==> src/hdl/write_deserializer.sv <==
/*
 * write_deserializer
 * collects wD bits MSB first on cycles with valid high and
 * presents each finished word for one cycle, together with the
 * last flag seen on its final bit
 */
`timescale 1ns/1ps
`default_nettype none

module write_deserializer #(
    parameter int DATA_WIDTH = 32
) (
    input  logic                  clk,
    input  logic                  rstN,
    input  logic                  wr_enable,
    input  logic                  wD,
    input  logic                  valid,
    input  logic                  last,
    output logic [DATA_WIDTH-1:0] word,
    output logic                  word_valid,
    output logic                  word_last
);

    localparam int CNT_W = $clog2(DATA_WIDTH);

    logic [DATA_WIDTH-1:0] shift_q;
    logic [CNT_W-1:0]      bit_cnt;
    logic                  sample;
    logic                  final_bit;

    assign sample    = wr_enable && valid;
    assign final_bit = sample && (bit_cnt == CNT_W'(DATA_WIDTH - 1));
    // full word sits in the shifter while word_valid is high
    assign word      = shift_q;

    always_ff @(posedge clk or negedge rstN) begin
        if (!rstN) begin
            bit_cnt    <= '0;
            word_valid <= 1'b0;
            word_last  <= 1'b0;
        end else begin
            word_valid <= final_bit;
            if (!wr_enable || final_bit) begin
                bit_cnt <= '0;
            end else if (sample) begin
                bit_cnt <= bit_cnt + 1'b1;
            end
            if (final_bit) begin
                word_last <= last;
            end
        end
    end

    always_ff @(posedge clk) begin
        if (sample) begin
            shift_q <= {shift_q[DATA_WIDTH-2:0], wD};
        end
    end

endmodule

`default_nettype wire

==> config.mk <==
export PLATFORM = sky130hd
export DESIGN_NAME = write_deserializer
export DESIGN_NICKNAME = d
export VERILOG_FILES = /design/src/hdl/write_deserializer.sv
export SDC_FILE = /design/constraint.sdc
export NUM_CORES = 1
export LEC_CHECK = 0
export BUFFER_PORTS_ARGS = -buffer_cell sky130_fd_sc_hd__buf_2
export CAP_MARGIN = 10
export CORE_MARGIN = 5
export CORE_UTILIZATION = 52
export CTS_CLUSTER_DIAMETER = 30
export DETAILED_ROUTE_END_ITERATION = 10
export PLACE_DENSITY = 0.85
export SYNTH_ARGS = -nofsm -noshare
export SYNTH_HDL_FRONTEND = slang
export SYNTH_SLANG_ARGS = --single-unit
==> constraint.sdc <==
create_clock -name clk -period 2.8 [get_ports clk]
set_input_delay 0.14 -clock clk [delete_from_list [all_inputs] [get_ports clk]]
set_output_delay 0.14 -clock clk [all_outputs]
set_load 0.1 [all_outputs]
==> summary.md <==
| Metric | Value |
|---|---|
| Series of cell instances along the critical path | ha_1, and3_1, ha_1, or4_1, a21boi_1 |
| Setup slack of the worst register-to-register path | 1.02 ns |
| Antenna violations before repair | 0 |
| Share of post-route cells with drive strength above 1 | 0.445 |
| Sequential cell area | 0.00114 mm2 |
| Tot Pwr | 1.07 mW |
| Multi-input gate area | between 150 and 200 um2 |
| Number of buffers inserted by hold repair at cts | 2 |
| Worst Tran Pin Value | 0.691 ns |
| Post-layout net count | 118 |
| Maximum capacitance violations | 0 |
| Height of the chip | around 60 um |
| Class of the most critical setup path | flop to flop |
| Kind of end point of the critical path | flop |
| Synth-to-layout area growth | 22.9% |
| Seq cells post-synth | 39 |
| Layer with the highest usage after global routing | met1 |
| Power density over the cells | approximately 670 mW/mm2 |
| Total Routed Length | 2.23 mm |
| Sum of overflow across all layers after global routing | 0 |
| Routed length per instance | 15.9 um |
| Detailed-route via count | 721 |
| Num ports | 40 |
| Remaining design rule violation count | 0 |
| Die Area | approximately 0.0036 mm2 |
| Largest net degree at the start of global routing | 33 |
| Count of routing violations after the opening detailed-route iteration | 30 |
| Period minus WS final | 1.78 ns |
| Post-synthesis net count | 70 |
| Number of global-route vias before repair | 702 |
| Clock-pin slew reported for the worst setup and hold paths after clock tree synthesis | around 0.10 ns |
| Syn_area_per_cell | between 20 and 25 um2 |
| Clock H-tree levels | 2 |
| Core Region | around 0.0024 mm2 |
| CP peak stage delay | between 0.4 and 0.5 ns |
| Width of the chip | 60.1 um |
| Worst r2r dst | bit_cnt[3] |
| Setup TNS | 0 ns |
| Max clock buf depth | 2 |
| Worst slew margin relative to its limit | 0.539 |
| Critical Path Slowest Stage Cell | sky130_fd_sc_hd__or4_1 |
| Hold Crit Start | last |
| Kind of cell adding the most delay to the critical path | simple AND/OR/NAND/NOR gates |
| Setup Buffers After CTS | 0 |
| Max frequency | ~0.56 GHz |
| Count of endpoints failing setup in the final report | 0 |
| TritonCTS clock tree | built |
| Crit path required time | 3.06 ns |
| Initial DRT Pass Iterations | 4 |
| Vias per std cell | 5.15 |
| Biggest fanout along the worst timing path | 5 |
| Met3 usage | 0.0756 |
| Leak | 0.661 nW |
| Number of buffers created by CTS | 5 |
| Layout filler cell count | ~190 |
| Post_cts resized | 0 |
| Worst VDD drop | 0.475 mV |
| Remaining antenna violation count after routing | 0 |
| Hold depth | 2 |
| Worst Clk Skew | 0.00776 ns |
| Count of buffers from port buffering | 39 |
| Portion of the clock cycle consumed by the worst path in the final layout | 0.635 |
| Clock latency of the later-clocked register in the worst-skew pair | 0.33 ns |
| Setup repair after global routing missed its margin | no |
| GR Layer Usage met1 | 0.190 |
| Cell type with the highest occurrence count on the critical path | sky130_fd_sc_hd__ha_1 |
| Half-perimeter wire length of the detailed placement result | 1.64 mm |
| Warning count from the yosys run | 0 |
| Global-route wire length before repair | about 3.5 mm |
| Antenna cells | 0 |
| Register-to-Register Path Depth | 5 |
| Worst r2r src | bit_cnt[0] |
| GRT Util Overall | 0.143 |
| Sinks on the clock net | 39 |
| Outcome | finished clean |
| Final number of hold-violating endpoints | 0 |
| Buf+Inv Stages, Crit Path | 0 |
| Effective utilization at floorplan | 0.537 |
| Number of different library cells in the post-synthesis netlist | 19 |
| Synthesized instance count | 62 |
| Met2 track utilization from global routing | 0.188 |
| Root buffer cell | sky130_fd_sc_hd__clkbuf_4 |
| Startpoint type of the worst setup path | flop |
| Data arrival time of the critical path | roughly 2.0 ns |
| Sequential element share of the synthesized area | 0.871 |
| Slew Limit Fails | 0 |
| Final Wtd Congestion | a little under 0.8 |
| Endpoint of the worst hold path | word_last |
| Min-Delay Path Class | input port to flop |
| # rows | 18 |
| Area of the mapped netlist | 0.00131 mm2 |
==> layout make-up <==
cell class,count,share of cell area
Inverter,1,0.00234
Sequential cell,39,0.708
Tap cell,30,0.0234
Clock buffer,5,0.0234
Timing Repair Buffer,41,0.134
Clock inverter,2,0.00546
Multi-Input combinational cell,22,0.103
==> per-stage QoR <==
step / hold slack [ns] / cell area [um2] / utilization / std cells / worst slack [ns]
CTS: 0.00493 / 1600 / 0.659 / 140 / 1.02
finish: 0.0186 / 1600 / 0.659 / 140 / 1.02
global placement: -0.0231 / 1540 / 0.632 / 131 / 1.13
global route: 0.00997 / 1600 / 0.659 / 140 / 0.930
floorplan: -0.156 / 1310 / - / 62 / 1.15
detailed placement: -0.0201 / 1540 / 0.632 / 131 / 1.02
==> where the power goes <==
group	switching, mW	total [mW]	internal (mW)
Sequential	0.0105	0.660	0.650
Clock	0.162	0.251	0.0889
Combinational	0.141	0.161	0.0197
Total	0.313	1.07	0.758
==> routing by layer <==
metal	up-vias	part of all wire
met3	2	0.13
li1	337	-
met1	345	0.41
met2	37	0.45
met4	0	0.0067
met5	-	0
==> state kept, by name (all words and copies together), names as in the netlist <==
signal	cells
bit_cnt	5
word	32
word_last	1
word_valid	1
==> synth_stat cells <==
cell type	count	area, um2
sky130_fd_sc_hd__dfrtp_1	7	175
sky130_fd_sc_hd__edfxtp_1	32	961
sky130_fd_sc_hd__and3_2	1	7.51
sky130_fd_sc_hd__nand3b_1	1	7.51
sky130_fd_sc_hd__mux2_1	1	11.3
sky130_fd_sc_hd__mux2i_1	1	10.0
sky130_fd_sc_hd__nand2_1	1	3.75
sky130_fd_sc_hd__nor2b_2	1	8.76
sky130_fd_sc_hd__nand3_1	1	5.00
sky130_fd_sc_hd__a21boi_1	2	15.0
sky130_fd_sc_hd__inv_2	1	3.75
sky130_fd_sc_hd__and2_2	1	7.51
sky130_fd_sc_hd__o21ai_0	2	10.0
sky130_fd_sc_hd__a31oi_1	1	6.26
sky130_fd_sc_hd__a22oi_1	2	15.0
sky130_fd_sc_hd__ha_1	2	25.0
sky130_fd_sc_hd__and3_1	1	6.26
sky130_fd_sc_hd__or4_1	1	7.51
sky130_fd_sc_hd__nor2b_1	3	18.8
==> placed cells by master, fill, tap and decap left out, drive strengths merged <==
| master | synthesis | final |
|---|---|---|
| buf | 0 | 39 |
| or4 | 1 | 1 |
| dlygate4sd3 | 0 | 2 |
| o21ai | 2 | 2 |
| clkinv | 0 | 2 |
| nor2b | 4 | 4 |
| edfxtp | 32 | 32 |
| a22oi | 2 | 2 |
| nand3 | 1 | 1 |
| nand2 | 1 | 1 |
| and3 | 2 | 2 |
| nand3b | 1 | 1 |
| ha | 2 | 2 |
| a31oi | 1 | 1 |
| clkbuf | 0 | 5 |
| a21boi | 2 | 2 |
| mux2i | 1 | 1 |
| inv | 1 | 1 |
| mux2 | 1 | 1 |
| and2 | 1 | 1 |
| dfrtp | 7 | 7 |
==> kinds of logic after synthesis <==
logic type | after synthesis | share of synthesized area
muxes | 2 | 0.0163
and+or+nand+nor | 11 | 0.0556
buffers and inverters | 1 | 0.00287
adders and majority gates | 2 | 0.0192
AOI/OAI and AO/OA | 7 | 0.0355
DFF | 39 | 0.871
==> worst max path at each step <==
stage | endpoint | startpoint | depth (start not counted)
floorplan | bit_cnt[3] | bit_cnt[0] | 5
finish | bit_cnt[3] | bit_cnt[0] | 5
global route | bit_cnt[3] | bit_cnt[0] | 5
detailed placement | bit_cnt[3] | bit_cnt[0] | 5
global placement | bit_cnt[3] | bit_cnt[0] | 5
CTS | bit_cnt[3] | bit_cnt[0] | 5
Power figures use the tool's default switching activity.
