[src/hdl/bus_pkg.sv]
/*
 * bus_pkg
 * serial bus frame format seen on the control line
 * start code, field widths, read/write opcode and the frame layout
 * in wire order, MSB first
 */
`default_nettype none

package bus_pkg;

    // every frame opens with this code
    localparam logic [2:0] START_CODE = 3'b111;

    // field widths
    localparam int ID_WIDTH   = 2;
    localparam int ADDR_WIDTH = 11;

    // start + id + rw + burst + addr
    localparam int FRAME_LEN = 3 + ID_WIDTH + 2 + ADDR_WIDTH;

    // read/write bit of the frame, 1 means write
    typedef enum logic {
        OP_READ  = 1'b0,
        OP_WRITE = 1'b1
    } bus_op_e;

    // first field is the first bit on the wire
    typedef struct packed {
        logic [2:0]            start;
        logic [ID_WIDTH-1:0]   id;
        bus_op_e               op;
        logic                  burst;
        logic [ADDR_WIDTH-1:0] addr;
    } frame_t;

endpackage

`default_nettype wire

[src/hdl/slave_pkg.sv]
/*
 * slave_pkg
 * internal types of the serial slave
 * controller states and the request handed from the frame
 * receiver to the transfer controller
 */
`default_nettype none

package slave_pkg;

    typedef enum logic [2:0] {
        IDLE,
        WRITE_DATA,
        READ_WAIT,
        READ_FETCH,
        READ_SHIFT,
        READ_GAP
    } ctrl_state_e;

    // accepted frame, id and start code already checked
    typedef struct packed {
        bus_pkg::bus_op_e              op;
        logic                          burst;
        logic [bus_pkg::ADDR_WIDTH-1:0] addr;
    } request_t;

endpackage

`default_nettype wire

[src/hdl/slave_controller.sv]
/*
 * slave_controller
 * transfer FSM of the serial slave
 * holds the transfer address, counts the read delay, fetches
 * read words from RAM into the serializer and drives ready
 */
`timescale 1ns/1ps
`default_nettype none

module slave_controller #(
    parameter int DATA_WIDTH = 32,
    parameter int ADDR_DEPTH = 2000,
    parameter int READ_DELAY = 2
) (
    input  logic                           clk,
    input  logic                           rstN,
    input  slave_pkg::request_t            req,
    input  logic                           req_valid,
    input  logic [DATA_WIDTH-1:0]          word,
    input  logic                           word_valid,
    input  logic                           word_last,
    input  logic                           last,
    input  logic                           shifting,
    input  logic                           done,
    output logic                           busy,
    output logic                           wr_enable,
    output logic                           we,
    output logic [bus_pkg::ADDR_WIDTH-1:0] addr,
    output logic [DATA_WIDTH-1:0]          wdata,
    output logic                           load,
    output logic                           ready
);

    localparam int DLY_W = (READ_DELAY > 1) ? $clog2(READ_DELAY) : 1;

    slave_pkg::ctrl_state_e         state_q;
    logic [bus_pkg::ADDR_WIDTH-1:0] addr_q;
    logic [DLY_W-1:0]               dly_cnt;
    logic                           burst_q;
    logic                           last_seen;
    logic                           read_req;
    logic                           stop_read;

    assign read_req  = req_valid && (req.op == bus_pkg::OP_READ);
    // last may arrive on the done cycle itself
    assign stop_read = !burst_q || last_seen || last;

    assign busy      = (state_q != slave_pkg::IDLE);
    assign wr_enable = (state_q == slave_pkg::WRITE_DATA);
    // RAM write on the word_valid cycle
    assign we        = wr_enable && word_valid;
    assign addr      = addr_q;
    assign wdata     = word;

    always_ff @(posedge clk or negedge rstN) begin
        if (!rstN) begin
            state_q   <= slave_pkg::IDLE;
            addr_q    <= '0;
            dly_cnt   <= '0;
            burst_q   <= 1'b0;
            last_seen <= 1'b0;
            load      <= 1'b0;
        end else begin
            load <= 1'b0;
            unique case (state_q)
                slave_pkg::IDLE: begin
                    dly_cnt <= '0;
                    if (req_valid) begin
                        addr_q  <= req.addr;
                        burst_q <= req.burst;
                        if (req.op == bus_pkg::OP_WRITE) begin
                            state_q <= slave_pkg::WRITE_DATA;
                        end else if (READ_DELAY == 0) begin
                            state_q <= slave_pkg::READ_FETCH;
                        end else begin
                            state_q <= slave_pkg::READ_WAIT;
                        end
                    end
                end
                slave_pkg::WRITE_DATA: begin
                    if (word_valid) begin
                        if (!burst_q || word_last) begin
                            state_q <= slave_pkg::IDLE;
                        end else begin
                            addr_q <= addr_q + 1'b1;
                        end
                    end
                end
                slave_pkg::READ_WAIT: begin
                    if (dly_cnt == DLY_W'(READ_DELAY - 1)) begin
                        state_q <= slave_pkg::READ_FETCH;
                    end else begin
                        dly_cnt <= dly_cnt + 1'b1;
                    end
                end
                slave_pkg::READ_FETCH: begin
                    // rdata valid next cycle, load goes with it
                    load      <= 1'b1;
                    last_seen <= 1'b0;
                    state_q   <= slave_pkg::READ_SHIFT;
                end
                slave_pkg::READ_SHIFT: begin
                    if (last) begin
                        last_seen <= 1'b1;
                    end
                    if (done) begin
                        if (stop_read) begin
                            state_q <= slave_pkg::IDLE;
                        end else begin
                            addr_q  <= addr_q + 1'b1;
                            state_q <= slave_pkg::READ_GAP;
                        end
                    end
                end
                slave_pkg::READ_GAP: begin
                    state_q <= slave_pkg::READ_FETCH;
                end
                default: begin
                    state_q <= slave_pkg::IDLE;
                end
            endcase
        end
    end

    // ready drops with a read request and comes back with the first bit
    always_comb begin
        unique case (state_q)
            slave_pkg::IDLE:       ready = !read_req;
            slave_pkg::WRITE_DATA: ready = 1'b1;
            slave_pkg::READ_SHIFT: ready = shifting;
            default:               ready = 1'b0;
        endcase
    end

    // frame address must stay inside the memory for the whole transfer
    a_addr_range: assert property (@(posedge clk) disable iff (!rstN)
        (we || state_q == slave_pkg::READ_FETCH) |-> (addr < ADDR_DEPTH));

endmodule

`default_nettype wire

[config.mk]
export PLATFORM = sky130hd
export DESIGN_NAME = slave_controller
export DESIGN_NICKNAME = d
export VERILOG_FILES = /design/src/hdl/bus_pkg.sv /design/src/hdl/slave_pkg.sv /design/src/hdl/slave_controller.sv
export SDC_FILE = /design/constraint.sdc
export NUM_CORES = 1
export LEC_CHECK = 0
export ABC_CLOCK_PERIOD_IN_PS = 1800
export BUFFER_PORTS_ARGS = -buffer_cell sky130_fd_sc_hd__clkbuf_2
export CAP_MARGIN = 0
export CORE_MARGIN = 4
export CORE_UTILIZATION = 40
export DETAILED_ROUTE_END_ITERATION = 16
export PLACE_DENSITY_LB_ADDON = 0.25
export RECOVER_POWER = 50
export SYNTH_ARGS = -nofsm -noshare
export SYNTH_HDL_FRONTEND = slang
export SYNTH_SLANG_ARGS = --single-unit
[constraint.sdc]
create_clock -name clk -period 1.8 [get_ports clk]
set_clock_uncertainty 0.15 [all_clocks]
set_input_delay 0.18 -clock clk [delete_from_list [all_inputs] [get_ports clk]]
set_output_delay 0.18 -clock clk [all_outputs]
set_load 0.005 [all_outputs]
==> results.toml <==
[logic_synthesis]
synth_cell_type_count = 39
ys_seq_elements = 18
synth_simple_gate_area_share_pct = 18.2
synth_top_family_by_area = "buffers and inverters"
synthCells = 159
syn_area_per_cell_um2 = 8.53
muxShareOfSynthArea_pct = 3.97
synthArstFlopShare_pct = 100
ys_warn_count = 0
synth-main-ff-cell = "dfrtp_1"
synth_fa_ha_area_share_pct = 0.923
syn-num-nets = 213
synth_edf_count = 0
synthesis.area_um2 = 1360
synth_xor_area_share_pct = 0
synth_compound_area_share_pct = 21.4
yosysSeqAreaShare_pct = 33.2

[layout]
final_common_cell = "clkbuf_2"
antennaDiodeCount = 0
final_net_count = 235
drive_gt1_share_pct = 44.7
syn_to_final_growth_pct = 18.5
fin_area_um2 = 1610
layout_common_cells = "clkbuf_2 (34), nand2_1 (16), dfrtp_1 (16)"
nFillCells = 328

[die]
die_area_um2 = 4390
ios = 101
placementRows = 20
core_um2 = 3150
die_y_um = 66.2
die_w_um = 66.2
initial_core_util_pct = 43.0

[global_routing]
grt_max_degree = 22
grt_usage_pct = 15.2
antenna_found_initial = 0
grt_pass1_wl_mm = 5.19
grt_pass1_vias = 1167
overflow = 0

[clocking]
clkSinkCount = 18
cts-root-buf = "clkbuf_4"
tritoncts = "done"
clock_latency_ps = 300
numCtsBuffers = 3
clk_pin_slew_ps = 110
cts_buffer_depth = 2
ctsHtreeMaxLevel = 1

[route]
vias = 1198
post_drt_wl_per_cell_um = 15.4
antenna_left = 0
drt_iter0_drc = 42
drc_errors = 0
wirelength_mm = 3.43
drt-pass1-iter-count = 6
via_per_inst = 5.37

[setup_path]
cp.required_ps = 1840
cp.arrival_ps = 1810
critPathMaxStageDelay_ps = 440
cp_common_cell = "buf_6"
cp_max_fo = 6
cp-end-kind = "register"
crit_buf_inv = 5
crit_chain = "buf_6 > buf_6 > nor2_4 > nand2_2 > a21oi_2 > buf_6 > buf_8 > buf_6 > a21oi_1"
critPathSlowestCell = "dfrtp_1"
timing_worst_setup_path_type = "register to register"
path_delay_family = "buffers and inverters"
crit_path_start_kind = "register"

[power]
peakVddDrop_v = 0.000817
power.leakage_nw = 0.722
powerDensity_nw_per_um2 = 1940

[sta]
final_max_slew_viol_count = 0
setup_violations = 0
worstMarginPinSlew_ps = 983
setup_ws_ps = 26.3
relSlewSlack_pct = 34.5
hold_viol = 0
fmax_mhz = 564
finalCriticalPeriod_ps = 1770
fin_crit_sh_pct = 98.5
rsz0062_at_grt = "yes"
hold_ws_ps = 21.7

[place]
gp_congestion = 0.797
port_buffers = 36
place_area_um2 = 1390
place_ws_ps = 48.6
hpwlAfterDp_mm = 2.43

[outcome]
outcome = "finished clean"

[job]
drv_cap = 0

[hold_path]
hold_path_class = "primary input to register"
flip-flops by register name (all words and copies together) (netlist names):
| register | count |
|---|---|
| dly_cnt | 1 |
| last_seen | 1 |
| burst_q | 1 |
| load | 1 |
| state_q | 3 |
| addr | 11 |
power by group:
group,leakage (nW),switching (mW),internal (mW)
Combinational,0.499,0.992,1.07
Sequential,0.209,0.238,0.609
Clock,0.0138,0.133,0.0780
Total,0.722,1.36,1.76
synthesized netlist by cell type (2+ instances only):
library cell / count / area (um^2)
o21ai_1: 2 / 10.0
dfrtp_1: 18 / 450
and3_1: 2 / 12.5
nand4_1: 2 / 12.5
a31o_2: 2 / 17.5
a21oi_1: 14 / 70.1
nor3b_1: 2 / 15.0
inv_1: 3 / 11.3
nand2b_1: 5 / 31.3
nor2_1: 7 / 26.3
buf_4: 34 / 255
mux2_2: 3 / 33.8
o21ai_0: 7 / 35.0
nand2_1: 17 / 63.8
a21oi_2: 2 / 17.5
a21o_1: 2 / 15.0
mux2i_1: 2 / 20.0
o32ai_1: 2 / 17.5
a22o_1: 2 / 17.5
nand3_1: 7 / 35.0
buf_6: 2 / 22.5
o22ai_1: 4 / 25.0
buf_2: 2 / 10.0
kinds of logic after synthesis:
logic type,after synthesis
AND/OR/NAND/NOR,49
adder cells (fa/ha/maj),1
multiplexers,5
flip-flops,18
AO/OA/AOI/OAI,44
buffers and inverters,42
repair_timing:
action,CTS,global route
pin swaps,0,4
setup endpoints to repair,1,10
gates resized for setup,2,29
hold endpoints to repair,21,0
cloned,0,1
hold buffers,4,0
buffers inserted,2,3
layout make-up:
| class | instances | area [um^2] | share of cell area (%) |
|---|---|---|---|
| clock buffers | 3 | 22.5 | 1.40 |
| inverters | 3 | 11.3 | 0.701 |
| multi-input cells | 99 | 683 | 42.5 |
| flip-flops and latches | 18 | 453 | 28.2 |
| well taps | 44 | 55.1 | 3.43 |
| repair buffers | 56 | 382 | 23.8 |
worst reg2reg max path, delay by kind of cell, from the launching register on:
kind	cells	cell delay, ps
AO/OA/AOI/OAI	2	240
buffers and inverters	5	650
flip-flops	1	440
AND/OR/NAND/NOR	2	170
path summary, 6_finish.rpt:
| kind | cells after the start | startpoint | to | slack, ps |
|---|---|---|---|---|
| setup / recovery | 9 | state_q[0]$_DFFE_PN0P_ | addr[10]$_DFFE_PN0P_ | 30 |
| setup reg to reg | 9 | state_q[0]$_DFFE_PN0P_ | addr[10]$_DFFE_PN0P_ | 30 |
| min in group asynchronous | 2 | rstN | addr[4]$_DFFE_PN0P_ | 400 |
| hold reg to reg | 1 | dly_cnt$_DFFE_PN0P_ | dly_cnt$_DFFE_PN0P_ | 370 |
| hold / removal | 3 | req[8] | addr[8]$_DFFE_PN0P_ | 20 |
| max in group asynchronous | 2 | rstN | state_q[2]$_DFFE_PN0P_ | 440 |
through the flow:
stage          total power, mW  utilization, %  cells  TNS, ps
6_report                  3.12            51.0    223        0
5_1_grt                   3.38            51.0    223     -181
4_1_cts                   2.74            46.8    219        0
3_5_place_dp              2.47            44.0    210        0
3_3_place_gp              2.43            44.0    210        0
2_1_floorplan             1.96               -    159        0
layer usage:
| layer | up-vias | routed length [um] | track usage [%] |
|---|---|---|---|
| li1 | 573 | - | - |
| met1 | 559 | 1330 | 17.3 |
| met2 | 34 | 1670 | 24.2 |
| met3 | 32 | 237 | 3.23 |
| met4 | 0 | 189 | 12.2 |
| met5 | - | 0 | 0 |
Note: power is estimated with default switching activity, not from simulation.
