<file path="config.mk">
export PLATFORM = sky130hd
export DESIGN_NAME = read_serializer
export DESIGN_NICKNAME = d
export VERILOG_FILES = /design/src/hdl/read_serializer.sv
export SDC_FILE = /design/constraint.sdc
export NUM_CORES = 1
export LEC_CHECK = 0
export ABC_CLOCK_PERIOD_IN_PS = 3300
export BUFFER_PORTS_ARGS = -buffer_cell sky130_fd_sc_hd__buf_2
export CORE_MARGIN = 1.5
export CORE_UTILIZATION = 47
export DETAILED_ROUTE_END_ITERATION = 6
export PLACE_DENSITY = 0.81
export REMOVE_ABC_BUFFERS = 1
export SLEW_MARGIN = 20
export SYNTH_ARGS = -nofsm -noshare
export SYNTH_HDL_FRONTEND = slang
export SYNTH_SLANG_ARGS = --single-unit
</file>
<file path="constraint.sdc">
create_clock -name clk -period 3.3 [get_ports clk]
set_input_delay 0.165 -clock clk [delete_from_list [all_inputs] [get_ports clk]]
set_output_delay 0.165 -clock clk [all_outputs]
set_load 0.01 [all_outputs]
</file>
<file path="src/hdl/read_serializer.sv">
/*
 * read_serializer
 * takes a word on load and drives it out on rD, MSB first,
 * one bit per cycle; done pulses the cycle after the last bit
 */
`timescale 1ns/1ps
`default_nettype none

module read_serializer #(
    parameter int DATA_WIDTH = 32
) (
    input  logic                  clk,
    input  logic                  rstN,
    input  logic                  load,
    input  logic [DATA_WIDTH-1:0] rdata,
    output logic                  rD,
    output logic                  shifting,
    output logic                  done
);

    localparam int CNT_W = $clog2(DATA_WIDTH);

    logic [DATA_WIDTH-1:0] shift_q;
    logic [CNT_W-1:0]      bit_cnt;
    logic                  final_bit;

    assign final_bit = shifting && (bit_cnt == CNT_W'(DATA_WIDTH - 1));
    // line rests low between words
    assign rD        = shifting && shift_q[DATA_WIDTH-1];

    always_ff @(posedge clk or negedge rstN) begin
        if (!rstN) begin
            shifting <= 1'b0;
            done     <= 1'b0;
            bit_cnt  <= '0;
        end else begin
            done <= final_bit;
            if (load) begin
                shifting <= 1'b1;
                bit_cnt  <= '0;
            end else if (final_bit) begin
                shifting <= 1'b0;
                bit_cnt  <= '0;
            end else if (shifting) begin
                bit_cnt <= bit_cnt + 1'b1;
            end
        end
    end

    always_ff @(posedge clk) begin
        if (load) begin
            shift_q <= rdata;
        end else if (shifting) begin
            shift_q <= {shift_q[DATA_WIDTH-2:0], 1'b0};
        end
    end

    // controller only fetches once the previous word is out
    a_no_load_while_shifting: assert property (@(posedge clk) disable iff (!rstN)
        load |-> !shifting);

endmodule

`default_nettype wire

</file>
==> impl_metrics.ini, run 1 <==
[pwr]
p_sw_share_pct = 22.2
pwr-share-seq_pct = 64.4
power_switching_uw = 204
p_total_uw = 921
p_comb_share_pct = 9.2
leakage_nw = 0.825
pwr-share-clk_pct = 26.4
ir_drop_uv = 305
cellPowerDensity_nw_per_um2 = 464
internal_power_uw = 717

[layout]
antennaDiodeCount = 0
instances_no_fill = 190
mostFrequentLayoutCells = buf_2, mux2_2, edfxtp_1
final_area_um2 = 1990
final_net_count = 180
fin_util_pct = 58.1
drive_gt1_share_pct = 54.9
final_common_cell = buf_2
area_growth_pct = 16.8

[routing]
wl_per_cell_um = 14.4
wirelength_mm = 2.74
via_count = 971
ant_nets = 0
viasPerCell = 5.11
drc_errors = 0
drt_iter0_drc = 10
drt_first_pass_iters = 4

[global_routing]
grt_pass1_wl_mm = 4.50
grt_pass1_vias = 979
grt_max_degree = 39
antenna_found_initial = 0
grt_overflow = 0
grt.total_usage_pct = 15.4

[timing]
rsz0062_at_grt = false
final-max-slew-violation-count = 0
period_share_pct = 59.6
max_slew.worst_pin.slew_ps = 863
setup_violations = 0
relSlewSlack_pct = 42.4
fin_ws_ps = 1330
hold_viol_final = 0
finalClockSkew_ps = 13.3
fin_crit_ps = 1970
tns_ps = 0
fmax_ghz = 0.509
timing.hold.ws_ps = 93.8

[cts]
clock-sinks = 39
cts_buffers = 5
cts_buffer_depth = 2
cts_tree = built
clockRootBuffer = clkbuf_4
ctsResizeCount = 0
clk_pin_slew_ps = 120
h-tree-depth = 2
clock_latency_ps = 350

[logic_synthesis]
synth-main-ff-cell = edfxtp_1
syn_area_per_cell_um2 = 16.8
ys_ff_latch = 39
synth_edf_count = 32
yosysSeqAreaShare_pct = 66.8
netlist_area_um2 = 1700
syn_inst = 101
async_reset_ff_share_pct = 17.9
ys_types = 21
yosysWarnings = 0

[place]
gp_congestion = 0.605
dp_slack_ps = 1320
dp_cells = 181
io_buffers = 37
placed_area_um2 = 1920
dp_hpwl_mm = 1.97

[flow_run]
cap_viol_max_count = 0

[die]
core_um2 = 3420
ioPinCount = 38
die_h_um = 63.2
die_w_um = 63.2
dieArea_um2 = 3990
placementRows = 21
initial_core_util_pct = 49.8

[worst_setup_path]
critical_path_class = reg2reg
path_max_fanout = 24
critical_path_arrival_ps = 2030
endpoint_kind = flop
r2r_start = shifting
r2r_end = shift_q[25]
required_ps = 3360
critPathLaunchType = flop
ff2ff_setup_slack_ps = 1330
reg2reg_depth = 3

[worst_hold_path]
hold_depth = 2
hold-path-endpoint = shift_q[0]
min_from = rdata[0]
hold_class = in2reg

[run_status]
status = finished, final reports clean
==> state kept, by name, indices dropped and copies added, names as in the netlist <==
register and flops:
bit_cnt 5, shifting 1, shift_q 32, done 1
==> cell type report <==
type | count | area [um^2]
Tap cell | 46 | 57.6
Clock inverter | 2 | 12.5
Fill cell | 289 | 1430
Sequential cell | 39 | 1140
Multi-Input combinational cell | 56 | 524
Timing Repair Buffer | 40 | 210
Inverter | 1 | 3.75
Clock buffer | 6 | 41.3
==> synthesized netlist by cell type (2+ instances only) <==
library cell	count	area, um^2
edfxtp_1	32	961
mux2_2	32	360
dfrtp_1	7	175
nor2_1	4	15.0
and2_1	3	18.8
nand3_1	3	15.0
buf_2	2	10.0
buf_4	2	15.0
ha_1	2	25.0
mux2i_1	2	20.0
nand2_1	2	7.51
==> critical path, stage by stage (launching register included) <==
cell and delay, ps:
dfrtp_1 570, nor2_1 140, inv_1 650, buf_4 320
==> per-layer routing <==
| metal | track usage (%) | up-vias | routed length [um] |
|---|---|---|---|
| li1 | - | 463 | - |
| met1 | 17.7 | 467 | 1110 |
| met2 | 24.9 | 35 | 1410 |
| met3 | 6.25 | 6 | 167 |
| met4 | 7.22 | 0 | 50 |
| met5 | 0 | - | 0 |
==> timing repair <==
| action | in CTS | in global routing |
|---|---|---|
| hold buffers | 1 | 0 |
| hold endpoints to repair | 7 | 0 |
| setup endpoints to repair | 0 | 0 |
| setup buffers | 0 | 0 |
==> power groups by stage <==
stage | Clock (mW) | Sequential [mW] | Combinational (mW)
final | 0.243 | 0.593 | 0.0844
after global routing | 0.269 | 0.597 | 0.0930
after CTS | 0.251 | 0.594 | 0.0864
after detailed placement | 0 | 0.605 | 0.0851
after global placement | 0 | 0.603 | 0.0801
after floorplan | 0 | 0.599 | 0.0474
==> worst max path at each step <==
stage               startpoint     endpoint  slack (ps)  depth (start not counted)
finish                shifting  shift_q[25]        1330                          3
floorplan             shifting   shift_q[0]        1610                          2
global route          shifting  shift_q[28]        1180                          3
CTS                   shifting   shift_q[0]        1320                          3
detailed placement    shifting   shift_q[0]        1320                          3
global placement      shifting  shift_q[30]        1430                          3
==> cell families after synthesis <==
logic type,after synthesis,share of synthesized area (%)
AOI/OAI and AO/OA,2,0.809
adders and majority gates,2,1.47
muxes,34,22.4
and+or+nand+nor,18,6.18
buffers and inverters,6,2.35
DFF,39,66.8
No activity file was read; power rests on OpenSTA's default activity.
==> run 2, diff against run 1 <==
--- a/config.mk
+++ b/config.mk
@@ -5,12 +5,12 @@
 export SDC_FILE = /design/constraint.sdc
 export NUM_CORES = 1
 export LEC_CHECK = 0
-export ABC_CLOCK_PERIOD_IN_PS = 3300
+export ABC_CLOCK_PERIOD_IN_PS = 1600
 export BUFFER_PORTS_ARGS = -buffer_cell sky130_fd_sc_hd__buf_2
 export CORE_MARGIN = 1.5
 export CORE_UTILIZATION = 47
 export DETAILED_ROUTE_END_ITERATION = 6
-export PLACE_DENSITY = 0.81
+export PLACE_DENSITY = 0.84
 export REMOVE_ABC_BUFFERS = 1
 export SLEW_MARGIN = 20
 export SYNTH_ARGS = -nofsm -noshare
==> constraint.sdc (replaced) <==
create_clock -name clk -period 1.6 [get_ports clk]
set_input_delay 0.08 -clock clk [delete_from_list [all_inputs] [get_ports clk]]
set_output_delay 0.08 -clock clk [all_outputs]
set_load 0.01 [all_outputs]
==> run 2 against run 1 <==
  * Setup slack lost 1300 ps
  * Clock skew grew 0.90 ps
  * Cell area up 9.5%
  * First-iteration DRC count is 100% higher
  * Sequential cell count did not move
  * Global-route usage increased by 0.17 points
  * Critical path depth is 3 higher
  * Largest cell class unchanged
==> impl_metrics.ini, run 2 (synthesis gave the netlist of run 1 again) <==
[run_status]
status = finished, final reports clean

[timing]
rsz0062_at_grt = true
max_slew.worst_pin.slew_ps = 386
fin_crit_ps = 1600
setup_violations = 0
period_share_pct = 99.8
timing.hold.ws_ps = 21.9
relSlewSlack_pct = 74.2
hold_viol_final = 0
final-max-slew-violation-count = 0
tns_ps = 0
finalClockSkew_ps = 14.2
fmax_ghz = 0.626

[worst_setup_path]
r2r_start = bit_cnt[0]
ff2ff_setup_slack_ps = 3
required_ps = 1900
r2r_end = bit_cnt[3]
endpoint_kind = flop
reg2reg_depth = 6
crit_path_start = bit_cnt[0]
critical_path_class = reg2reg
critPathLaunchType = flop
critical_path_arrival_ps = 1900
path_max_fanout = 2

[worst_hold_path]
hold_depth = 2
hold-path-endpoint = shift_q[21]
min_from = rdata[21]
hold_class = in2reg

[global_routing]
grt_overflow = 0
grt_pass1_vias = 1024
grt.total_usage_pct = 15.5
antenna_found_initial = 0
grt_pass1_wl_mm = 4.64
grt_max_degree = 21

[pwr]
leakage_nw = 0.911
cellPowerDensity_nw_per_um2 = 892
ir_drop_uv = 559

[routing]
viasPerCell = 5.00
via_count = 1029
wirelength_mm = 2.84
wl_per_cell_um = 13.8
drt_first_pass_iters = 4
drc_errors = 0
drt_iter0_drc = 20
ant_nets = 0

[layout]
mostFrequentLayoutCells = buf_2, edfxtp_1, mux2_2
antennaDiodeCount = 0
drive_gt1_share_pct = 60.6
fin_util_pct = 63.6
reg_top3 = shift_q x32, bit_cnt x5
final_area_um2 = 2170
area_growth_pct = 27.8
final_common_cell = buf_2
final_net_count = 196
fillerInstances = 270
largest_reg_flops = 32
regMostFlops = shift_q

[die]
die_h_um = 63.2
die_w_um = 63.2
placementRows = 21
core_um2 = 3420
initial_core_util_pct = 49.8
ioPinCount = 38
dieArea_um2 = 3990

[cts]
clock_latency_ps = 350
cts_tree = built
clk_pin_slew_ps = 130
h-tree-depth = 2
clockRootBuffer = clkbuf_4
cts_buffers = 5
clock-sinks = 39
cts_buffer_depth = 2

[place]
gp_congestion = 0.618
placed_area_um2 = 1990
dp_hpwl_mm = 1.87
io_buffers = 37

[flow_run]
cap_viol_max_count = 0
run 2: changes by cell type in the layout (fill, tap and decap cells not counted), sizes merged:
cell / delta
buf: +11
clkinvlp: +1
clkbuf: -1
dlygate4sd3: +5
run 2: power breakdown:
group | switching, mW | internal, mW
Sequential | 0.0255 | 1.20
Combinational | 0.0682 | 0.140
Clock | 0.340 | 0.168
run 2: how the worst max path moves through the flow:
stage / end / depth (start not counted)
finish: bit_cnt[3] / 6
global route: bit_cnt[3] / 6
CTS: bit_cnt[0] / 7
detailed placement: bit_cnt[3] / 6
global placement: bit_cnt[3] / 6
floorplan: shift_q[0] / 2
run 2: what timing repair did:
action                                 CTS  global route
buffers inserted                         3             1
hold buffers                             2             4
setup endpoints to repair                2             2
gates cloned                             0             0
pin swaps                                3             1
endpoints found under the hold margin    8             4
gates resized for setup                  2             7
run 2: area by class of cell:
type	instances	area, um^2	share of cell area, %
Inverter	1	3.75	0.173
Timing Repair Buffer	56	359	16.5
Tap cell	46	57.6	2.65
Multi-Input combinational cell	56	559	25.7
Clock inverter	3	20.0	0.921
Clock buffer	5	37.5	1.73
Sequential cell	39	1140	52.3
run 2: routing by layer:
metal,wire [um],part of all wire (%),track usage (%)
met2,1370,48,24.6
met1,1210,42,18.6
met4,81,2.9,6.11
met3,179,6.3,6.79
met5,0,0,0
run 2: worst max-delay path: stages (launching register included):
cell      delay (ps)
dfrtp_1          420
ha_2             200
and3_4           150
ha_4             150
nand2b_4         140
or4_4            420
nand3_2           70
run 2: metrics by stage:
step	power (mW)	std cells	setup slack, ps
floorplan	1.33	96	-89.4
global placement	1.42	188	-54.6
detailed placement	1.43	188	-121
CTS	1.95	201	6.49
global route	2.02	206	-36.4
finish	1.94	206	2.63
==> run 3, diff against run 2 <==
--- a/config.mk
+++ b/config.mk
@@ -5,7 +5,7 @@
 export SDC_FILE = /design/constraint.sdc
 export NUM_CORES = 1
 export LEC_CHECK = 0
-export ABC_CLOCK_PERIOD_IN_PS = 1600
+export ABC_CLOCK_PERIOD_IN_PS = 1400
 export BUFFER_PORTS_ARGS = -buffer_cell sky130_fd_sc_hd__buf_2
 export CORE_MARGIN = 1.5
 export CORE_UTILIZATION = 47
==> constraint.sdc (replaced) <==
create_clock -name clk -period 1.4 [get_ports clk]
set_input_delay 0.07 -clock clk [delete_from_list [all_inputs] [get_ports clk]]
set_output_delay 0.07 -clock clk [all_outputs]
set_load 0.01 [all_outputs]
==> run 3 against run 2 <==
  * The run now ends with setup timing left
  * Critical path depth unchanged
  * Cell area up 0.63%
  * Setup slack got worse by 280 ps
  * Register-to-register slack worse by 280 ps
  * Power is 13% higher
  * Global-route usage up 0.29 points
  * Routed wire length shrank 0.25%
  * Utilization is 0.40 points higher
  * Sequential cell count did not move
  * Critical path type unchanged
==> impl_metrics.ini, run 3 (synthesis gave the netlist of run 1 again) <==
[run_status]
status = finished, violations left
violations = setup timing

[layout]
drive_gt1_share_pct = 60.5
regMostFlops = shift_q
final_common_cell = buf_2
antennaDiodeCount = 0
largest_reg_flops = 32
area_growth_pct = 28.6
final_area_um2 = 2190
fin_util_pct = 64.0
final_net_count = 198
reg_top3 = shift_q x32, bit_cnt x5
mostFrequentLayoutCells = buf_2, edfxtp_1, mux2_2

[worst_hold_path]
hold_class = in2reg

[die]
die_w_um = 63.2
die_h_um = 63.2
ioPinCount = 38
core_um2 = 3420
initial_core_util_pct = 49.8
dieArea_um2 = 3990
placementRows = 21

[global_routing]
grt_max_degree = 33
grt_pass1_wl_mm = 4.66
antenna_found_initial = 0
grt_overflow = 0
grt_pass1_vias = 1023
grt.total_usage_pct = 15.8

[worst_setup_path]
cp_num_buf_inv = 0
critical_path_class = reg2reg
path_cells = ha_2, and3_4, ha_4, nand2b_4, or4_4, nand3_2
required_ps = 1690
critical_path_arrival_ps = 1960
cp_top_family = simple AND/OR/NAND/NOR gates
path_max_fanout = 2
crit_path_top_delay_cell = or4_4
critPathLaunchType = flop
critical_path.max_stage_delay_ps = 490
endpoint_kind = flop

[timing]
fin_ws_ps = -276
final-max-slew-violation-count = 0
relSlewSlack_pct = 75.9
fmax_ghz = 0.596
setup_violations = 3
period_share_pct = 120
fin_crit_ps = 1680
timing.hold.ws_ps = 19.7
max_slew.worst_pin.slew_ps = 361
finalClockSkew_ps = 11.2
rsz0062_at_grt = true
hold_viol_final = 0

[cts]
cts_tree = built
clockRootBuffer = clkbuf_4
clock_latency_ps = 340
clk_pin_slew_ps = 110
cts_buffers = 5
clock-sinks = 39
cts_buffer_depth = 2
h-tree-depth = 2

[routing]
via_count = 1054
drt_iter0_drc = 30
drt_first_pass_iters = 4
wirelength_mm = 2.84
viasPerCell = 5.07
wl_per_cell_um = 13.6
ant_nets = 0
drc_errors = 0

[pwr]
cellPowerDensity_nw_per_um2 = 998
p_total_mw = 2.18
leakage_nw = 0.929
ir_drop_uv = 785

[place]
dp_hpwl_mm = 1.84
io_buffers = 37
gp_congestion = 0.635
placed_area_um2 = 2000

[flow_run]
cap_viol_max_count = 0
-- run 3: changes by cell type in the layout (fill, tap and decap cells not counted), sizes merged --
cell,before,now
clkbuf,5,8
clkinvlp,2,0
dlygate4sd3,6,5
buf,50,53
clkinv,1,0
-- run 3: area by class of cell --
type / count / area, um^2
Timing Repair Buffer: 58 / 380
Inverter: 1 / 3.75
Tap cell: 46 / 57.6
Sequential cell: 39 / 1140
Multi-Input combinational cell: 56 / 559
Clock buffer: 8 / 48.8
Fill cell: 278 / 1230
-- run 3: stage by stage --
step	setup WS, ps	TNS (ps)	instances
after global routing	-298	-669	208
after detailed placement	-394	-545	188
after global placement	-257	-306	188
after floorplan	-289	-9590	96
after CTS	-243	-456	202
final	-276	-510	208
-- run 3: worst paths after layout --
kind                        startpoint     endpoint  slack [ps]  cells after the start
setup / recovery            bit_cnt[1]   bit_cnt[3]        -280                      6
hold / removal               rdata[15]  shift_q[15]          20                      2
setup reg to reg            bit_cnt[1]   bit_cnt[3]        -280                      6
hold reg to reg            shift_q[11]  shift_q[12]         560                      1
max in group asynchronous         rstN     shifting        1160                      2
min in group asynchronous         rstN   bit_cnt[2]          70                      2
-- run 3: power by group --
part / total (mW) / internal, mW / leakage (nW) / switching (mW)
Sequential: 1.40 / 1.37 / 0.431 / 0.0286
Combinational: 0.248 / 0.168 / 0.472 / 0.0803
Clock: 0.538 / 0.200 / 0.0265 / 0.338
-- run 3: layer usage --
metal	global-route usage (%)	up-vias	wire, um
met5	0	-	0
met4	8.61	0	93
met3	6.79	10	216
met2	24.1	53	1380
met1	18.9	490	1150
li1	-	501	-
-- run 3: timing repair --
action                                  in CTS  in global routing
endpoints found under the setup margin       2                 37
setup buffers                                4                  3
pin swaps                                    2                  2
endpoints found under the hold margin        8                  3
gates resized for setup                      8                  1
hold buffers                                 2                  3
-- run 3: worst register-to-register path: cells and delay by family, from the launching register on --
| family | cells | cell delay (ps) |
|---|---|---|
| flops | 1 | 400 |
| fa+ha+maj | 2 | 350 |
| simple gates | 4 | 870 |
