--- src/hdl/bus_pkg.sv ---
/*
 * bus_pkg
 * serial bus frame format seen on the control line
 * start code, field widths, read/write opcode and the frame layout
 * in wire order, MSB first
 */
`default_nettype none

package bus_pkg;

    // every frame opens with this code
    localparam logic [2:0] START_CODE = 3'b111;

    // field widths
    localparam int ID_WIDTH   = 2;
    localparam int ADDR_WIDTH = 11;

    // start + id + rw + burst + addr
    localparam int FRAME_LEN = 3 + ID_WIDTH + 2 + ADDR_WIDTH;

    // read/write bit of the frame, 1 means write
    typedef enum logic {
        OP_READ  = 1'b0,
        OP_WRITE = 1'b1
    } bus_op_e;

    // first field is the first bit on the wire
    typedef struct packed {
        logic [2:0]            start;
        logic [ID_WIDTH-1:0]   id;
        bus_op_e               op;
        logic                  burst;
        logic [ADDR_WIDTH-1:0] addr;
    } frame_t;

endpackage

`default_nettype wire

--- src/hdl/slave_pkg.sv ---
/*
 * slave_pkg
 * internal types of the serial slave
 * controller states and the request handed from the frame
 * receiver to the transfer controller
 */
`default_nettype none

package slave_pkg;

    typedef enum logic [2:0] {
        IDLE,
        WRITE_DATA,
        READ_WAIT,
        READ_FETCH,
        READ_SHIFT,
        READ_GAP
    } ctrl_state_e;

    // accepted frame, id and start code already checked
    typedef struct packed {
        bus_pkg::bus_op_e              op;
        logic                          burst;
        logic [bus_pkg::ADDR_WIDTH-1:0] addr;
    } request_t;

endpackage

`default_nettype wire

--- src/hdl/frame_receiver.sv ---
/*
 * frame_receiver
 * shifts the configuration frame in from control, MSB first
 * checks start code and slave id, then pulses req_valid with the
 * decoded request; mismatching frames are dropped
 */
`timescale 1ns/1ps
`default_nettype none

module frame_receiver #(
    parameter int unsigned SLAVE_ID = 1
) (
    input  logic                clk,
    input  logic                rstN,
    input  logic                control,
    input  logic                busy,
    output slave_pkg::request_t req,
    output logic                req_valid
);

    localparam int CNT_W = $clog2(bus_pkg::FRAME_LEN);
    localparam logic [bus_pkg::ID_WIDTH-1:0] OWN_ID = SLAVE_ID[bus_pkg::ID_WIDTH-1:0];

    bus_pkg::frame_t  frame_q;
    bus_pkg::frame_t  frame_next;
    logic [CNT_W-1:0] bit_cnt;
    logic             receiving;
    logic             start;
    logic             last_bit;
    logic             match;

    // a high bit on an idle line is frame bit 1
    assign start      = !receiving && !busy && !req_valid && control;
    assign last_bit   = receiving && (bit_cnt == CNT_W'(bus_pkg::FRAME_LEN - 1));
    // frame including this cycle's bit
    assign frame_next = {frame_q[bus_pkg::FRAME_LEN-2:0], control};
    assign match      = (frame_next.start == bus_pkg::START_CODE) && (frame_next.id == OWN_ID);

    always_ff @(posedge clk or negedge rstN) begin
        if (!rstN) begin
            receiving <= 1'b0;
            bit_cnt   <= '0;
            req_valid <= 1'b0;
        end else begin
            req_valid <= last_bit && match;
            if (start) begin
                receiving <= 1'b1;
                bit_cnt   <= CNT_W'(1);
            end else if (last_bit) begin
                // back to waiting whether or not the frame matched
                receiving <= 1'b0;
                bit_cnt   <= '0;
            end else if (receiving) begin
                bit_cnt <= bit_cnt + 1'b1;
            end
        end
    end

    // frame and request payload
    always_ff @(posedge clk) begin
        if (start || receiving) begin
            frame_q <= frame_next;
        end
        if (last_bit) begin
            req.op    <= frame_next.op;
            req.burst <= frame_next.burst;
            req.addr  <= frame_next.addr;
        end
    end

    // a new request only reaches an idle controller
    a_req_not_busy: assert property (@(posedge clk) disable iff (!rstN)
        $rose(req_valid) |-> !busy);

endmodule

`default_nettype wire

--- config.mk ---
export PLATFORM = sky130hd
export DESIGN_NAME = frame_receiver
export DESIGN_NICKNAME = d
export VERILOG_FILES = /design/src/hdl/bus_pkg.sv /design/src/hdl/slave_pkg.sv /design/src/hdl/frame_receiver.sv
export SDC_FILE = /design/constraint.sdc
export NUM_CORES = 1
export LEC_CHECK = 0
export BUFFER_PORTS_ARGS = -buffer_cell sky130_fd_sc_hd__buf_2
export CORE_MARGIN = 2
export CORE_UTILIZATION = 45
export DETAILED_ROUTE_END_ITERATION = 8
export PLACE_DENSITY = 0.67
export SYNTH_ARGS = -nofsm -noshare
export SYNTH_HDL_FRONTEND = slang
export SYNTH_SLANG_ARGS = --single-unit
--- constraint.sdc ---
create_clock -name clk -period 1.5 [get_ports clk]
set_clock_uncertainty 0.05 [all_clocks]
set_input_delay 0.45 -clock clk [delete_from_list [all_inputs] [get_ports clk]]
set_output_delay 0.45 -clock clk [all_outputs]
set_load 0.01 [all_outputs]
==> run metrics, run 1 <==
outcome complete, no violations; Critical Path AT 1.44 ns; final hold violation count 0; Area Overhead vs Synth 19.7%; Final Max Slew Viols 0; critical path class reg2reg; Mapped Nets 72; Fillers between 200 and 250; total routed wirelength around 1.9 mm; Mapped Area between 0.001 and 0.0015 sq mm; worst-path fanout max 13; Worst setup EP type flip-flop; most frequent cells in the layout edfxtp_1 (30), buf_2 (17), dfrtp_1 (7); Ys Warns 0; final worst-path cycle share a little over nine tenths; cell count after placement approximately 120; Setup-failing EPs final 0; vias in the first global route 650; post-route cell area ~0.0016 sq mm; Hold/Removal Path Class in2reg; root buf cell clkbuf_4; Remaining DRCs 0; DR vias around 670; crit start category flip-flop; cells after synthesis 66; Pre-antenna DRT Iters 4; Die X roughly 58 um; LEAKAGE ~0.6 nW; grt ovf 0; worst hold path startpoint control; WL/cell ~15 um; fmax 702 MHz; die area between 0.003 and 0.004 sq mm; H-tree depth 2; pwr dens 1890 mW/mm^2; Final min period between 1 and 1.5 ns; Synth Register Bits 37; M1 wire length between 800 and 900 um; Core Box Area 0.00276 sq mm; Tot Pwr slightly below 3 mW; routability congestion estimate between 0.7 and 0.8; dpl hpwl roughly 1.2 mm; Yosys cell types 19; WHS roughly 0.33 ns; global-route wire length before repair 3.08 mm; Die Y-Extent 57.8 um; top sig layer met4; WHS Path Cells 2; Post-layout nets approximately 100; share of cells above drive strength 1 36.1%; syn_area_per_cell 19.7 sq um; Reg2Reg Depth 5; CTS tree yes; initial antenna violation count 0; # clock sinks 37; area occupied by multi-input gates 194 sq um; n_diodes 0; Place WS -0.0621 ns; max cap viols 0; placed inst area 0.00148 sq mm; vias per cell 5.27; post-route ant nets 0; PortBufs 17; gr usage total approximately an eighth; met2 WL around 920 um; Final Util approximately 56%; Worst Path Required around 1.5 ns; starting density of the core a little under half; sequential area share after synthesis between 80% and 90%; Hold Path Sink req[0]$_DFFE_PP_; I/O pin cnt 18; total CTS buffers 5; VDD IR max 1.06 mV; worst reg2reg startpoint bit_cnt[1]$_DFFE_PN0P_; largest net degree at the start of global routing 22; Layout Cells excl Fill around 130; Detailed Route Iter0 Violations 7; clk slew on worst S/H paths about 0.11 ns; setup bufs post-CTS 0; WL met3 92 um; Final WS setup roughly 0.075 ns; FF-to-FF End req[9]$_DFFE_PP_; setup_tns 0 ns; FF+latch area between 0.001 and 0.0015 sq mm; Worst-Margin Slew ~0.3 ns; Worst slew margin approximately four fifths; reg-to-reg slack, setup roughly 0.075 ns; clk_lat worst skew approximately 0.34 ns; Clock Tree Buf Depth 2; most common cell after layout, fill and taps aside edfxtp_1; RSZ-0062 raised after global routing no; # rows 19
## synthesized netlist by cell type
library cell  number  share of area, %
edfxtp_1          30                69
dfrtp_1            7                13
a31oi_1            4               1.9
nand3_1            4               1.5
inv_1              3              0.87
a41oi_1            2               1.3
buf_6              2               1.7
ha_1               2               1.9
o21ai_0            2              0.77
and3_1             1              0.48
and4b_1            1              0.77
nand2_1            1              0.29
nand3b_1           1              0.58
nand4bb_4          1               2.1
nor2_4             1              0.87
nor3b_1            1              0.58
o22ai_1            1              0.48
o31ai_1            1              0.58
or2_1              1              0.48
## worst max path at each step
stage,slack [ns],startpoint,to
after CTS,0.06,bit_cnt[1]$_DFFE_PN0P_,req[9]$_DFFE_PP_
after global placement,-0.01,busy,frame_next[9]$_DFFE_PP_
after detailed placement,-0.06,busy,frame_next[9]$_DFFE_PP_
after floorplan,0.04,bit_cnt[1]$_DFFE_PN0P_,req[0]$_DFFE_PP_
final,0.08,bit_cnt[1]$_DFFE_PN0P_,req[9]$_DFFE_PP_
after global routing,0.003,req_valid$_DFF_PN0_,frame_next[13]$_DFFE_PP_
## timing repair
action	4_1_cts	5_1_grt
hold endpoints to repair	7	0
endpoints found under the setup margin	0	12
resized for setup	0	1
hold buffers	1	0
## sequential cells by signal, indices dropped and copies added, names as in the netlist
signal / cells
frame_next: 17
req: 13
receiving: 1
bit_cnt: 5
req_valid: 1
## cell families after synthesis
logic type	share of synthesized area, %
fa+ha+maj	1.92
buf+inv	2.60
simple gates	7.69
compound gates	5.10
flops	82.7
## final cells by class
| cell class | count | share of cell area [%] |
|---|---|---|
| sequential | 37 | 69.1 |
| multi-input combinational | 24 | 12.4 |
| timing repair buffer | 25 | 11.1 |
| clock buffer | 6 | 3.29 |
| tap | 31 | 2.49 |
| clock inverter | 2 | 0.884 |
| inverter | 3 | 0.723 |
## worst max-delay path, stage by stage (launching register included)
cell and delay [ns]:
dfrtp_1 0.39, inv_1 0.08, ha_2 0.19, nand4bb_4 0.13, nor2_4 0.16, buf_12 0.16
## power by group
part           leakage, nW  internal [mW]  switching, mW  total (mW)
sequential           0.377           1.60          0.206        1.80
combinational        0.202          0.286          0.299       0.586
clock               0.0382          0.228          0.323       0.552
## metal layers
layer	track usage, %	vias to the layer above
li1	-	315
met1	15.4	331
met3	5.36	5
met4	7.97	0
met5	0	-
met2	20.5	23
No activity file was read; power rests on OpenSTA's default activity.
==> run 2: changes to the inputs <==
--- a/config.mk
+++ b/config.mk
@@ -10,6 +10,7 @@
 export CORE_UTILIZATION = 45
 export DETAILED_ROUTE_END_ITERATION = 8
 export PLACE_DENSITY = 0.67
+export REMOVE_ABC_BUFFERS = 1
 export SYNTH_ARGS = -nofsm -noshare
 export SYNTH_HDL_FRONTEND = slang
 export SYNTH_SLANG_ARGS = --single-unit
==> run metrics, run 2 (synthesis results as in run 1) <==
Clock Tree Buf Depth 2 (unchanged); largest net degree at the start of global routing 22 (unchanged); Pint 2.08 mW (-1.7%); cell count after placement 117 (-1.7%); crit-path cells inv_1 -> ha_1 -> nand4bb_4 -> nor2_4 -> buf_12; final worst-path cycle share 95.5% (+0.56 points); WL/cell 14.0 um (-5.5%); Core Box Area 0.00276 sq mm (unchanged); vias per cell 5.20 (-1.3%); Worst path slowest cell dfrtp_1; Die Y-Extent 57.8 um (unchanged); Detailed Route Iter0 Violations 21 (+14); starting density of the core 47.2% (unchanged); Worst-Margin Slew 0.282 ns (-0.0146 ns); initial antenna violation count 0 (unchanged); total CTS buffers 5 (unchanged); LEAKAGE 0.609 nW (-1.3%); WHS 0.339 ns (+0.00520 ns); Area Overhead vs Synth 18.4%; final hold violation count 0 (unchanged); setup bufs post-CTS 0 (unchanged); Clk pwr share 18.9% (about the same); Psw 0.806 mW (-2.8%); Die X 57.8 um (unchanged); gr usage total 12.5% (-0.68 points); post-route cell area 0.00154 sq mm (-1.1%); die area 0.00334 sq mm (unchanged); max reg flops 17 (unchanged); vias in the first global route 594 (-8.6%); crit start category flip-flop; root buf cell clkbuf_4; I/O pin cnt 18 (unchanged); Critical Path AT 1.44 ns (about the same); critical path class reg2reg; Final Max Slew Viols 0 (unchanged); post-route ant nets 0 (unchanged); Worst setup EP type flip-flop; Pre-antenna DRT Iters 4 (unchanged); Final min period 1.43 ns (+0.00839 ns); n_diodes 0 (unchanged); Layout Cells excl Fill 126 (-1.6%); Worst Path Required 1.51 ns (about the same); VDD IR max 1.15 mV (+9.0%); Comb pwr share 17.9% (-2.0 points); H-tree depth 2 (unchanged); clk_lat worst skew 0.34 ns (about the same); worst-path fanout max 15 (+2); share of cells above drive strength 1 33.7% (-2.4 points); DR vias 655 (-2.8%); routability congestion estimate 0.792 (+0.67%); clk slew on worst S/H paths 0.10 ns (about the same); max cap viols 0 (unchanged); CTS tree yes; outcome complete, no violations; Hold/Removal Path Class in2reg; Remaining DRCs 0 (unchanged); Worst path max stage delay 0.42 ns (+0.03 ns); Worst slew margin 81.1% (+0.98 points); sequential share of power 63.2% (+1.9 points); placed inst area 0.00147 sq mm (-1.0%); total routed wirelength 1.77 mm (-7.0%); most frequent cells in the layout edfxtp_1 (30), buf_2 (17), dfrtp_1 (7); Setup-failing EPs final 0 (unchanged); PortBufs 17 (unchanged); pwr dens 1870 mW/mm^2 (-0.88%); most common cell after layout, fill and taps aside edfxtp_1; # clock sinks 37 (unchanged); fmax 698 MHz (-0.59%); Sw Ratio 28.0% (-0.22 points); # rows 19 (unchanged); global-route wire length before repair 2.87 mm (-6.9%); grt ovf 0 (unchanged); Post-layout nets 100 (-2.0%); RSZ-0062 raised after global routing no
-- run 2: repair_timing --
item                      4_1_cts  5_1_grt
gates resized for setup         0        0
hold buffers                    1        0
hold endpoints to repair        7        0
-- run 2: path summary, 6_finish.rpt --
check / startpoint / endpoint / slack, ns / depth (start not counted)
setup / recovery: bit_cnt[1]$_DFFE_PN0P_ / req[11]$_DFFE_PP_ / 0.07 / 5
hold / removal: busy / receiving$_DFFE_PN0P_ / 0.34 / 4
setup reg to reg: bit_cnt[1]$_DFFE_PN0P_ / req[11]$_DFFE_PP_ / 0.07 / 5
hold reg to reg: frame_next[14]$_DFFE_PP_ / frame_next[15]$_DFFE_PP_ / 0.40 / 0
max in group asynchronous: rstN / bit_cnt[4]$_DFFE_PN0P_ / 0.83 / 2
min in group asynchronous: rstN / req_valid$_DFF_PN0_ / 0.41 / 2
-- run 2: layout make-up --
type / instances / area (sq um)
Multi-Input combinational cell: 24 / 191
Timing Repair Buffer: 23 / 158
Sequential cell: 37 / 1080
Fill cell: 224 / 1220
Clock buffer: 6 / 51.3
Clock inverter: 2 / 13.8
Tap cell: 31 / 38.8
Inverter: 3 / 11.3
-- run 2: per-stage QoR --
stage	TNS (ns)	utilization (%)	setup slack [ns]	power, mW
after floorplan	-3.07	-	-0.161	2.11
after global placement	-0.176	53.1	-0.0107	2.34
after detailed placement	-0.789	53.1	-0.0467	2.36
after CTS	0	55.9	0.0602	2.92
after global routing	0	55.9	0.00600	3.06
final	0	55.9	0.0669	2.88
-- run 2: critical path, delay by kind of cell, from the launching register on --
family,cells,cell delay (ns)
adder cells (fa/ha/maj),1,0.19
buffers and inverters,2,0.23
flip-flops,1,0.42
AND/OR/NAND/NOR,2,0.25
-- run 2: routing by layer --
layer	wire (um)	track usage, %	part of all wire [%]
met3	97	6.70	5.5
met1	791	14.8	45
met4	46	6.98	2.6
met2	833	18.3	47
met5	0	0	0
-- run 2: power by group through the flow --
stage | Clock, mW | Combinational, mW | Sequential [mW]
after floorplan | 0 | 0.318 | 1.79
after global placement | 0 | 0.508 | 1.83
after detailed placement | 0 | 0.523 | 1.84
after CTS | 0.573 | 0.524 | 1.83
after global routing | 0.611 | 0.574 | 1.88
final | 0.546 | 0.516 | 1.82
==> run 3: changes to the inputs <==
--- a/config.mk
+++ b/config.mk
@@ -5,6 +5,7 @@
 export SDC_FILE = /design/constraint.sdc
 export NUM_CORES = 1
 export LEC_CHECK = 0
+export ABC_AREA = 1
 export BUFFER_PORTS_ARGS = -buffer_cell sky130_fd_sc_hd__buf_2
 export CORE_MARGIN = 2
 export CORE_UTILIZATION = 45
==> run metrics, run 3 <==
ys flop type edfxtp_1; reg-to-reg slack, setup 0.14 ns (+0.07 ns); Synth Register Bits 37 (unchanged); top sig layer met4; most frequent cells in the layout edfxtp_1 (30), buf_2 (17), nand2_1 (12); vias per cell 4.95 (-4.8%); largest family of logic cells by synthesized area simple AND/OR/NAND/NOR gates; crit start category flip-flop; Final min period 1.39 ns (-0.0395 ns); WHS Path Cells 1 (-3); Post-layout nets 115 (+15%); Final Max Slew Viols 0 (unchanged); Post-Synth XOR/XNOR Area 0.670% (+0.67 points); Worst-Margin Slew 0.264 ns (-0.0180 ns); fmax 718 MHz (+2.8%); I/O pin cnt 18 (unchanged); dpl hpwl 1.34 mm; sequential area share after synthesis 82.4% (-0.32 points); H-tree depth 2 (unchanged); # rows 19 (unchanged); Remaining DRCs 0 (unchanged); n_diodes 0 (unchanged); Yosys cell types 17 (-2); met2 WL 872 um (+4.7%); clk_lat worst skew 0.35 ns (about the same); Post-synth EDFFs 30 (unchanged); worst-path fanout max 2 (-13); Worst slew margin 82.4% (+1.2 points); worst hold path startpoint control; total CTS buffers 5 (unchanged); Die X 57.9 um (+0.17%); outcome complete, no violations; Ys Warns 0 (unchanged); syn_area_per_cell 16.1 sq um (-18%); Hold/Removal Path Class in2reg; FFs w/ async S/R, synth 18.9% (unchanged); Pre-antenna DRT Iters 4 (unchanged); gr usage total 13.6% (+1.1 points); PortBufs 17 (unchanged); WL met3 132 um (+36%); Die Y-Extent 57.9 um (+0.17%); root buf cell clkbuf_4; cell taking the most area after synthesis edfxtp_1; simple-gate share of the synthesized area 11.0% (+3.3 points); WL/cell 14.0 um (about the same); post-route ant nets 0 (unchanged); routability congestion estimate 0.763 (-3.7%); vias in the first global route 647 (+8.9%); Tot Pwr 2.92 mW (+1.2%); Bufs and invs on worst path 1 (-1); Mapped Area 0.00131 sq mm (+0.38%); Worst setup EP type primary output; # clock sinks 37 (unchanged); FF+latch area 0.00108 sq mm (unchanged); FF-to-FF End req[11]$_DFFE_PP_; clk slew on worst S/H paths 0.12 ns (+0.02 ns); starting density of the core 47.4% (+0.18 points); Worst path slowest cell dfrtp_1; max reg flops 17 (unchanged); largest net degree at the start of global routing 18 (-18%); Post-Synth Adder-Cell Area 1.92% (-0.0074 points); LEAKAGE 0.620 nW (+1.8%); die area 0.00335 sq mm (+0.35%); Area Overhead vs Synth 18.4% (about the same); worst reg2reg startpoint bit_cnt[1]$_DFFE_PN0P_; Synth top cells by count edfxtp_1 (30), nand2_1 (12), nand3_1 (8), dfrtp_1 (7), inv_1 (6); DR vias 698 (+6.6%); final hold violation count 0 (unchanged); final worst-path cycle share 92.9% (-2.6 points); post-synth top area share 69.0% (-0.27 points); CTS tree yes; max cap viols 0 (unchanged); crit-path cells buf_2; Place WS 0.127 ns (+0.173 ns); M1 wire length 931 um (+18%); VDD IR max 1.09 mV (-5.7%); # resized after CTS 0 (unchanged); Fillers 233 (+4.0%); area occupied by multi-input gates 193 sq um (+0.65%); share of cells above drive strength 1 30.0% (-3.7 points); delay-heaviest family, CP flip-flops; Setup-failing EPs final 0 (unchanged); most common cell after layout, fill and taps aside edfxtp_1; Worst Path Required 1.00 ns (-0.51 ns); Reg2Reg Depth 5 (unchanged); RSZ-0062 raised after global routing no; initial antenna violation count 0 (unchanged); Clock Tree Buf Depth 2 (unchanged); Final WS setup 0.106 ns (+0.0395 ns); cells after synthesis 81 (+23%); global-route wire length before repair 3.17 mm (+10%); total routed wirelength 1.98 mm (+12%); largest cells by area after synthesis edfxtp_1 (69%), dfrtp_1 (13%), nand2_1 (3.4%); Critical Path AT 0.89 ns (-0.55 ns); most common cell in the netlist edfxtp_1; Synth Area in Compound Gates 1.15% (-3.9 points); Core Box Area 0.00276 sq mm (unchanged); Hold Path Sink frame_next[1]$_DFFE_PP_; critical path class reg2out; pwr dens 1890 mW/mm^2 (+0.84%); Worst path max stage delay 0.41 ns (about the same); grt ovf 0 (unchanged); Detailed Route Iter0 Violations 14 (-33%); mux contribution to synthesized area 0% (unchanged)
run 3: cell count changes in the layout (fill, tap and decap cells not counted), moves of 2 or more:
| cell | previous run | this run |
|---|---|---|
| a31oi_1 | 4 | 0 |
| a41oi_1 | 2 | 0 |
| inv_1 | 3 | 6 |
| nand2_1 | 1 | 12 |
| nand3_1 | 4 | 8 |
| nand4_1 | 0 | 3 |
| nor2_1 | 0 | 3 |
run 3: power breakdown:
part	total, mW	internal [mW]	switching (mW)	leakage [nW]
Combinational	0.545	0.227	0.317	0.211
Sequential	1.84	1.61	0.227	0.378
Clock	0.538	0.191	0.348	0.0318
Total	2.92	2.03	0.892	0.620
run 3: how the worst max path moves through the flow:
| stage | start | to | slack, ns | cells after the start |
|---|---|---|---|---|
| 2_1_floorplan | busy | frame_next[10]$_DFFE_PP_ | -0.002 | 3 |
| 3_3_place_gp | busy | frame_next[9]$_DFFE_PP_ | 0.15 | 5 |
| 3_5_place_dp | busy | frame_next[10]$_DFFE_PP_ | 0.13 | 5 |
| 4_1_cts | req[1]$_DFFE_PP_ | req[1] | 0.08 | 1 |
| 5_1_grt | req[1]$_DFFE_PP_ | req[1] | 0.04 | 1 |
| 6_report | req_valid$_DFF_PN0_ | req_valid | 0.11 | 1 |
run 3: logic make-up (layout without fill, tap and decap cells):
family / count (synthesis) / count (layout)
xor+xnor: 1 / 1
buf+inv: 8 / 37
simple gates: 30 / 30
flops: 37 / 37
fa+ha+maj: 2 / 2
compound gates: 3 / 3
run 3: timing repair:
item | 4_1_cts | 5_1_grt
hold buffers | 1 | 0
setup endpoints to repair | 0 | 0
buffers inserted | 0 | 0
hold endpoints to repair | 7 | 0
run 3: area by class of cell:
class / instances / area share [%]
clock inverters: 3 / 1.62
multi-input cells: 36 / 12.5
well taps: 31 / 2.51
flip-flops and latches: 37 / 69.6
inverters: 7 / 1.70
repair buffers: 22 / 9.71
clock buffers: 5 / 2.43
run 3: stage by stage:
| stage | instances | util, % | hold WS (ns) | cell area [sq um] | setup TNS [ns] |
|---|---|---|---|---|---|
| finish | 141 | 56.1 | 0.279 | 1550 | 0 |
| global route | 141 | 56.1 | 0.247 | 1550 | 0 |
| CTS | 141 | 56.1 | 0.257 | 1550 | 0 |
| detailed placement | 132 | 53.4 | 0.241 | 1470 | 0 |
| global placement | 132 | 53.4 | 0.241 | 1470 | 0 |
| floorplan | 80 | - | 0.104 | 1290 | -0.0288 |
run 3: per-layer routing:
layer | vias to the layer above | GRT usage (%)
li1 | 345 | -
met1 | 328 | 18.6
met2 | 19 | 17.9
met3 | 6 | 7.14
met4 | 0 | 6.98
met5 | - | 0
run 3: worst register-to-register path: cells and delay by family (launching register included):
kind / cells / cell delay [ns]
fa+ha+maj: 1 / 0.15
buf+inv: 3 / 0.33
flops: 1 / 0.44
simple gates: 1 / 0.12
